--- config.mk ---
export PLATFORM = sky130hd
export DESIGN_NAME = usbFifoTop
export DESIGN_NICKNAME = d
export VERILOG_FILES = /design/src/design/hostCmdPkg.sv /design/src/design/usbFifoPkg.sv /design/src/design/usbFifoTop.sv /design/src/design/hostControl.sv /design/src/design/txPort.sv /design/src/design/rxPort.sv /design/src/design/byteFifo.sv
export VERILOG_INCLUDE_DIRS = /design/src /design/src/design
export SDC_FILE = /design/constraint.sdc
export NUM_CORES = 1
export LEC_CHECK = 0
export ABC_AREA = 1
export BUFFER_PORTS_ARGS = -buffer_cell sky130_fd_sc_hd__buf_2
export CAP_MARGIN = 20
export CORE_MARGIN = 2
export CORE_UTILIZATION = 25
export DETAILED_ROUTE_END_ITERATION = 8
export PLACE_DENSITY = 0.47
export SLEW_MARGIN = 20
export SYNTH_ARGS = -nofsm -noshare
export SYNTH_HDL_FRONTEND = slang
export SYNTH_SLANG_ARGS = --single-unit
--- constraint.sdc ---
create_clock -name _RD -period 2.95 [get_ports _RD]
set_input_delay 0.59 -clock _RD [delete_from_list [all_inputs] [get_ports _RD]]
set_output_delay 0.59 -clock _RD [all_outputs]
set_load 0.01 [all_outputs]
--- src/design/usbFifo_consts.svh ---
`ifndef USB_FIFO_CONSTS_SVH
`define USB_FIFO_CONSTS_SVH

// buffer depths in bytes
`define RX_DEPTH 8
`define TX_DEPTH 8

// hold-off lengths in _RD cycles
`define RX_HOLD 4 // rxfN high after a read ends
`define TX_HOLD 6 // txeN high after an accepted write

// transmit allowance counter width
`define CREDIT_W 8

`endif
--- src/design/hostCmdPkg.sv ---
// host command port encodings
package hostCmdPkg;

    // argument carries a byte or a transmit allowance
    localparam int CMD_ARG_W = 8;

    typedef enum logic [1:0] {
        CMD_NOP   = 2'd0,
        CMD_RECV  = 2'd1, // byte arrives from USB into the rx buffer
        CMD_GRANT = 2'd2, // host allows N more bytes to be written
        CMD_CLEAR = 2'd3  // zero the drop counter
    } cmdOp_e;

endpackage

--- src/design/usbFifoPkg.sv ---
// bus-side state encodings for the read and write ports
package usbFifoPkg;

    // read port: idle, strobe in progress, post-read hold-off
    typedef enum logic [1:0] {
        RX_IDLE   = 2'd0,
        RX_ACTIVE = 2'd1, // rdN low, data on the bus
        RX_HOLD   = 2'd2  // rxfN forced high after the read
    } rxState_e;

    // write port: idle, byte just accepted, post-write hold-off
    typedef enum logic [1:0] {
        TX_IDLE  = 2'd0,
        TX_WRITE = 2'd1, // first cycle after the accepting wr edge
        TX_HOLD  = 2'd2  // rest of the txeN hold-off
    } txState_e;

endpackage

--- src/design/usbFifoTop.sv ---
`timescale 1ns/1ps
`include "usbFifo_consts.svh"

module usbFifoTop (
    input  logic                             _RD,
    input  logic                             arstN,
    input  logic                             rdN,
    input  logic                             wr,
    input  logic [7:0]                       dataIn,
    input  logic                             cmdValid,
    input  hostCmdPkg::cmdOp_e               cmdOp,
    input  logic [hostCmdPkg::CMD_ARG_W-1:0] cmdArg,
    input  logic                             txTake,
    output logic [7:0]                       dataOut,
    output logic                             dataOe,
    output logic                             rxfN,
    output logic                             txeN,
    output logic                             errRead,
    output logic                             errWrite,
    output logic [7:0]                       txByte,
    output logic                             txValid,
    output logic [7:0]                       dropCount
);

    // receive path, host to bus
    logic                 rxPush;
    logic [7:0]           rxData;
    logic                 rxFull;
    logic                 rxEmpty;
    logic [7:0]           rxHead;
    logic                 rxPop;

    // transmit path, bus to host
    logic                 txPush;
    logic [7:0]           txPushData;
    logic                 txFull;
    logic                 txEmpty;
    logic                 grant;
    logic [`CREDIT_W-1:0] grantCount;

    assign txValid = !txEmpty;

    hostControl hostCtrl (
        ._RD(_RD), .arstN(arstN), .cmdValid(cmdValid), .cmdOp(cmdOp), .cmdArg(cmdArg),
        .rxFull(rxFull), .rxPush(rxPush), .rxData(rxData), .grant(grant),
        .grantCount(grantCount), .dropCount(dropCount)
    );

    byteFifo #(.DEPTH(`RX_DEPTH)) rxFifo (
        ._RD(_RD), .arstN(arstN), .push(rxPush), .pop(rxPop), .wrData(rxData),
        .rdData(rxHead), .empty(rxEmpty), .full(rxFull)
    );

    byteFifo #(.DEPTH(`TX_DEPTH)) txFifo (
        ._RD(_RD), .arstN(arstN), .push(txPush), .pop(txTake), .wrData(txPushData),
        .rdData(txByte), .empty(txEmpty), .full(txFull)
    );

    rxPort rxBus (
        ._RD(_RD), .arstN(arstN), .rdN(rdN), .fifoEmpty(rxEmpty), .headByte(rxHead),
        .pop(rxPop), .dataOut(dataOut), .dataOe(dataOe), .rxfN(rxfN), .errRead(errRead)
    );

    txPort txBus (
        ._RD(_RD), .arstN(arstN), .wr(wr), .dataIn(dataIn), .fifoFull(txFull),
        .grant(grant), .grantCount(grantCount), .push(txPush), .pushData(txPushData),
        .txeN(txeN), .errWrite(errWrite)
    );

endmodule

--- src/design/hostControl.sv ---
`timescale 1ns/1ps
`include "usbFifo_consts.svh"

// host command decode, the stand-in for the USB side of the chip
module hostControl (
    input  logic                             _RD,
    input  logic                             arstN,
    input  logic                             cmdValid,
    input  hostCmdPkg::cmdOp_e               cmdOp,
    input  logic [hostCmdPkg::CMD_ARG_W-1:0] cmdArg,
    input  logic                             rxFull,
    output logic                             rxPush,
    output logic [7:0]                       rxData,
    output logic                             grant,
    output logic [`CREDIT_W-1:0]             grantCount,
    output logic [7:0]                       dropCount
);

    logic dropHit;
    logic clearHit;

    assign rxData     = cmdArg;
    assign grantCount = cmdArg;

    always_comb begin
        rxPush   = 1'b0;
        grant    = 1'b0;
        dropHit  = 1'b0;
        clearHit = 1'b0;
        if (cmdValid) begin
            case (cmdOp)
                hostCmdPkg::CMD_RECV: begin
                    rxPush  = !rxFull;
                    dropHit = rxFull; // no room, byte lost
                end
                hostCmdPkg::CMD_GRANT: grant    = 1'b1;
                hostCmdPkg::CMD_CLEAR: clearHit = 1'b1;
                default:               rxPush   = 1'b0; // nop
            endcase
        end
    end

    // lost-byte counter sticks at 255
    always_ff @(posedge _RD or negedge arstN) begin
        if (!arstN) begin
            dropCount <= '0;
        end else if (clearHit) begin
            dropCount <= '0;
        end else if (dropHit && (dropCount != 8'hFF)) begin
            dropCount <= dropCount + 8'd1;
        end
    end

endmodule

--- src/design/txPort.sv ---
`timescale 1ns/1ps
`include "usbFifo_consts.svh"

// bus write side: wr strobe, transmit credit and txeN timing
module txPort (
    input  logic                 _RD,
    input  logic                 arstN,
    input  logic                 wr,
    input  logic [7:0]           dataIn,
    input  logic                 fifoFull,
    input  logic                 grant,
    input  logic [`CREDIT_W-1:0] grantCount,
    output logic                 push,
    output logic [7:0]           pushData,
    output logic                 txeN,
    output logic                 errWrite
);

    localparam int HW = $clog2(`TX_HOLD + 1);

    usbFifoPkg::txState_e state;
    logic [`CREDIT_W-1:0] credit;   // bytes the host still accepts
    logic [HW-1:0]        holdCnt;
    logic                 wrPrev;
    logic                 wrFall;

    assign wrFall = wrPrev && !wr; // data is written on the falling wr

    assign txeN = !((credit != '0) && !fifoFull && (state == usbFifoPkg::TX_IDLE));

    // byte goes straight into the buffer on the accepting edge
    assign push     = wrFall && !txeN;
    assign pushData = dataIn;

    always_ff @(posedge _RD or negedge arstN) begin
        if (!arstN) begin
            state    <= usbFifoPkg::TX_IDLE;
            credit   <= '0;
            holdCnt  <= '0;
            wrPrev   <= 1'b0;
            errWrite <= 1'b0;
        end else begin
            wrPrev   <= wr;
            errWrite <= wrFall && txeN; // write ignored

            if (grant) begin
                credit <= grantCount; // a new grant overrides what is left
            end else if (push) begin
                credit <= credit - `CREDIT_W'(1);
            end

            case (state)
                usbFifoPkg::TX_IDLE: begin
                    if (push) begin
                        state   <= usbFifoPkg::TX_WRITE;
                        holdCnt <= HW'(`TX_HOLD);
                    end
                end
                usbFifoPkg::TX_WRITE: begin
                    state   <= usbFifoPkg::TX_HOLD;
                    holdCnt <= holdCnt - HW'(1);
                end
                usbFifoPkg::TX_HOLD: begin
                    holdCnt <= holdCnt - HW'(1);
                    if (holdCnt == HW'(1)) begin
                        state <= usbFifoPkg::TX_IDLE;
                    end
                end
                default: state <= usbFifoPkg::TX_IDLE;
            endcase
        end
    end

    // an exhausted credit only comes back through a grant
    creditNoWrap: assert property (@(posedge _RD) disable iff (!arstN)
        ((credit == '0) && !grant) |=> (credit == '0))
        else $error("txPort: credit wrapped below zero");

endmodule

--- src/design/rxPort.sv ---
`timescale 1ns/1ps
`include "usbFifo_consts.svh"

// bus read side: rdN strobe handling and rxfN timing
module rxPort (
    input  logic       _RD,
    input  logic       arstN,
    input  logic       rdN,
    input  logic       fifoEmpty,
    input  logic [7:0] headByte,
    output logic       pop,
    output logic [7:0] dataOut,
    output logic       dataOe,
    output logic       rxfN,
    output logic       errRead
);

    localparam int HW = $clog2(`RX_HOLD + 1);

    usbFifoPkg::rxState_e state;
    logic [HW-1:0]        holdCnt;
    logic                 rdPrev;
    logic                 rdFall;
    logic                 rdRise;

    assign rdFall = rdPrev && !rdN;
    assign rdRise = !rdPrev && rdN;

    // ready only when a byte is waiting and no read or hold-off is running
    assign rxfN = !(!fifoEmpty && (state == usbFifoPkg::RX_IDLE));

    // the byte leaves the buffer when the strobe ends, not when it starts
    assign pop = (state == usbFifoPkg::RX_ACTIVE) && rdRise;

    always_ff @(posedge _RD or negedge arstN) begin
        if (!arstN) begin
            state   <= usbFifoPkg::RX_IDLE;
            holdCnt <= '0;
            rdPrev  <= 1'b0; // no false edge out of reset
            dataOe  <= 1'b0;
            errRead <= 1'b0;
        end else begin
            rdPrev  <= rdN;
            errRead <= rdFall && rxfN; // strobe without data ready
            case (state)
                usbFifoPkg::RX_IDLE: begin
                    if (rdFall && !rxfN) begin
                        state  <= usbFifoPkg::RX_ACTIVE;
                        dataOe <= 1'b1;
                    end
                end
                usbFifoPkg::RX_ACTIVE: begin
                    if (rdRise) begin
                        state   <= usbFifoPkg::RX_HOLD;
                        dataOe  <= 1'b0;
                        holdCnt <= HW'(`RX_HOLD);
                    end
                end
                usbFifoPkg::RX_HOLD: begin
                    holdCnt <= holdCnt - HW'(1);
                    if (holdCnt == HW'(1)) begin
                        state <= usbFifoPkg::RX_IDLE; // rxfN may drop next cycle
                    end
                end
                default: state <= usbFifoPkg::RX_IDLE;
            endcase
        end
    end

    // latch the head for the whole strobe
    always_ff @(posedge _RD) begin
        if ((state == usbFifoPkg::RX_IDLE) && rdFall && !rxfN) begin
            dataOut <= headByte;
        end
    end

    popHasData: assert property (@(posedge _RD) disable iff (!arstN) pop |-> !fifoEmpty)
        else $error("rxPort: pop from empty buffer");

    oeOnlyActive: assert property (@(posedge _RD) disable iff (!arstN)
        dataOe |-> (state == usbFifoPkg::RX_ACTIVE))
        else $error("rxPort: dataOe outside a read");

endmodule

--- src/design/byteFifo.sv ---
`timescale 1ns/1ps

// show-ahead ring buffer: rdData is the head whenever empty is low
module byteFifo #(
    parameter int DEPTH = 8
) (
    input  logic       _RD,
    input  logic       arstN,
    input  logic       push,
    input  logic       pop,
    input  logic [7:0] wrData,
    output logic [7:0] rdData,
    output logic       empty,
    output logic       full
);

    localparam int AW = (DEPTH > 1) ? $clog2(DEPTH) : 1;
    localparam int CW = $clog2(DEPTH + 1);

    logic [7:0]    mem [DEPTH];
    logic [AW-1:0] wrPtr;
    logic [AW-1:0] rdPtr;
    logic [CW-1:0] count;
    logic          wrEn;
    logic          rdEn;

    assign empty = (count == '0);
    assign full  = (count == CW'(DEPTH));
    assign wrEn  = push && !full;  // overflow push dropped
    assign rdEn  = pop && !empty;  // underflow pop dropped

    assign rdData = mem[rdPtr];

    // pointer and occupancy bookkeeping
    always_ff @(posedge _RD or negedge arstN) begin
        if (!arstN) begin
            wrPtr <= '0;
            rdPtr <= '0;
            count <= '0;
        end else begin
            if (wrEn) begin
                wrPtr <= (wrPtr == AW'(DEPTH - 1)) ? '0 : wrPtr + AW'(1);
            end
            if (rdEn) begin
                rdPtr <= (rdPtr == AW'(DEPTH - 1)) ? '0 : rdPtr + AW'(1);
            end
            case ({wrEn, rdEn})
                2'b10:   count <= count + CW'(1);
                2'b01:   count <= count - CW'(1);
                default: count <= count; // both or neither
            endcase
        end
    end

    always_ff @(posedge _RD) begin
        if (wrEn) begin
            mem[wrPtr] <= wrData;
        end
    end

    // every caller gates its push on full
    pushNotFull: assert property (@(posedge _RD) disable iff (!arstN) !(push && full))
        else $error("byteFifo: push while full");

endmodule

==> results.sh <==
export IMPL_fp_dieW_um=186
export IMPL_ys_seq_area_frac=0.645
export IMPL_cp_start_kind="flop"
export IMPL_syn_to_final_growth_pct=18.2
export IMPL_cts_made_buffers=17
export IMPL_cp_required_ps=2360
export IMPL_final_nets=851
export IMPL_wirelength_mm=17.9
export IMPL_ctsResizeCount=0
export IMPL_synth_cell_types=44
export IMPL_yosys_warnings=0
export IMPL_syn_num_nets=773
export IMPL_worst_hold_path_type="input pin to asynchronous set/reset pin"
export IMPL_routedWlPerCell_um=14.2
export IMPL_drc=0
export IMPL_worstSkewPairLatency_ps=450
export IMPL_power_per_cell_area_nw_per_um2=893
export IMPL_grt_antenna_before_repair=0
export IMPL_drive_gt1_frac=0.169
export IMPL_hold_viol_final=0
export IMPL_die_h_um=186
export IMPL_outcome="complete, no violations"
export IMPL_fin_skew_ps=14.6
export IMPL_period_minus_slack_ps=2670
export IMPL_power_total_uw=8770
export IMPL_syn_area_per_cell_um2=11.5
export IMPL_synth_ff_type="edfxtp_1"
export IMPL_dieArea_um2=34700
export IMPL_maxCapViolCount=0
export IMPL_p_leak_uw=0.00397
export IMPL_arrival_ps=2080
export IMPL_rsz0062_at_grt="no"
export IMPL_yosysTopAreaCellShare=0.491
export IMPL_dp_hpwl_mm=11.8
export IMPL_synth_top_area_cell="edfxtp_1"
export IMPL_dr_pass1_iters=4
export IMPL_hold_buffers=0
export IMPL_fin_cells=1255
export IMPL_cts_tree="yes"
export IMPL_cts_htree_levels=4
export IMPL_dr_total_vias=5353
export IMPL_synth_area_top_cells="edfxtp_1 (49%), dfrtp_1 (15%), nand2_1 (7.0%)"
export IMPL_dp_cells=1223
export IMPL_synthCells=722
export IMPL_viasPerCell=4.27
export IMPL_final_util=0.301
export IMPL_drt_initial_drc_count=280
export IMPL_fin_setup_tns_ps=0
export IMPL_worstPathMaxFanout=18
export IMPL_io_buffers=53
export IMPL_grt_max_degree=35
export IMPL_track_usage=0.108
export IMPL_async_flop_share=0.273
export IMPL_critPathCaptureType="primary output"
export IMPL_cts_setup_buffers=0
export IMPL_grt_pass1_vias=5345
export IMPL_pin_count=54
export IMPL_max_clock_path_buffers=2
export IMPL_clock_root_buffer="clkbuf_16"
export IMPL_syn_area_um2=8310
export IMPL_initial_utilization=0.255
export IMPL_critical_path_class="flop to primary output"
export IMPL_max_clock_freq_mhz=375
export IMPL_setup_violations=0
export IMPL_rows=66
export IMPL_coreArea_um2=32600
export IMPL_worstMarginPinSlew_ps=1000
export IMPL_holdWs_ps=156
export IMPL_clk_pin_slew_ps=80
export IMPL_maxSlewHeadroom=0.332
export IMPL_vdd_drop_max_uv=420
export IMPL_maxSlewViolCount=0
export IMPL_antenna_left=0
export IMPL_place_gp_congestion=0.741
export IMPL_ys_ff_latch=187
export IMPL_grt_pass1_wl_mm=29.0
export IMPL_synth_edf_count=136
export IMPL_clock_sinks=187
export IMPL_grt_overflow=0
export IMPL_min_period_over_period=0.905
export IMPL_num_antenna_cells=0
layout by cell type (no fill, tap or decap), drive strengths merged, types with 2 or more instances in the layout:
cell / Yosys / routed
edfxtp: 136 / 136
nor2: 62 / 62
clkinv: 4 / 6
o211ai: 2 / 2
o22ai: 33 / 33
nor3: 14 / 14
o21ai: 60 / 60
nand2: 161 / 161
a31oi: 2 / 2
dfrtp: 51 / 51
nand3b: 4 / 4
xor2: 6 / 6
a21oi: 8 / 8
nand3: 30 / 30
nand4: 3 / 3
fa: 2 / 2
clkbuf: 8 / 18
mux2i: 32 / 32
inv: 55 / 66
ha: 25 / 25
xnor2: 3 / 3
buf: 12 / 79
or2: 3 / 3
per-layer routing:
metal,global-route usage,share of wire
met4,0.0391,0.014
met2,0.180,0.49
met1,0.138,0.48
met3,0.0222,0.020
met5,0,0
synthesized netlist by cell type (4+ instances only):
library cell,count
edfxtp_1,136
clkbuf_1,8
buf_2,10
ha_1,25
nor3_1,14
mux2i_1,32
o21ai_2,4
o21ai_0,56
a21oi_1,7
clkinv_1,4
dfrtp_1,51
nor2_1,57
nand2_2,4
o22ai_1,33
nand2_1,155
nand3_1,26
xor2_1,6
inv_1,51
nand3b_1,4
through the flow:
| step | cell area, um2 | worst slack, ps |
|---|---|---|
| after global routing | 9820 | 81.3 |
| after CTS | 9820 | 247 |
| after detailed placement | 9230 | 472 |
| after global placement | 9230 | 546 |
| final | 9820 | 280 |
| after floorplan | 8310 | 615 |
layout make-up:
class | instances | area [um2]
fill | 3347 | 22800
sequential | 187 | 5360
multi-input combinational | 456 | 2610
tap | 442 | 553
timing repair buffer | 79 | 473
clock buffer | 18 | 429
inverter | 59 | 226
clock inverter | 14 | 166
critical path: stages (launching register included):
cell,delay (ps)
dfrtp_1,370
clkinv_1,520
nor2_1,260
o22ai_1,120
nand2_1,70
nand2_1,120
buf_2,170
power by group:
group | leakage (uW) | switching, uW | internal (uW)
Sequential | 0.00186 | 316 | 3230
Clock | 0.000293 | 1120 | 1220
Combinational | 0.00181 | 1800 | 1090
path summary, 6_finish.rpt:
path                                 startpoint              end  slack [ps]  cells past startpoint
worst min register to register     rxBus.dataOe     rxBus.dataOe         500                      2
min in group _RD                             wr     txBus.wrPrev         280                      1
worst max-delay path            txFifo.rdPtr[0]        txByte[5]         280                      6
max in group asynchronous                 arstN  rxFifo.wrPtr[1]        2170                      2
worst max register to register  rxFifo.count[0]  rxFifo.count[3]         570                     11
worst min-delay path                      arstN  txFifo.rdPtr[0]         160                      1
flip-flops by register name, summed over array words and instances (netlist names):
register,cells
rxBus.dataOe,1
txBus.wrPrev,1
txBus.holdCnt,3
rxFifo.count,4
txFifo.wrPtr,3
rxBus.holdCnt,3
rxBus.rdPrev,1
txFifo.rdPtr,3
rxFifo.rdPtr,3
txBus.credit,8
rxFifo.wrPtr,3
hostCtrl.dropCount,8
rxFifo.mem,64
txFifo.mem,64
rxBus.dataOut,8
txBus.state,2
rxBus.errRead,1
rxBus.state,2
txBus.errWrite,1
txFifo.count,4
kinds of logic after synthesis:
logic type,Yosys count,share of synthesized area
flip-flops,187,0.645
buffers and inverters,79,0.0406
XOR/XNOR,9,0.00949
multiplexers,32,0.0385
AO/OA/AOI/OAI,109,0.0759
AND/OR/NAND/NOR,279,0.148
adder cells (fa/ha/maj),27,0.0425
(Power assumes the default switching activity.)
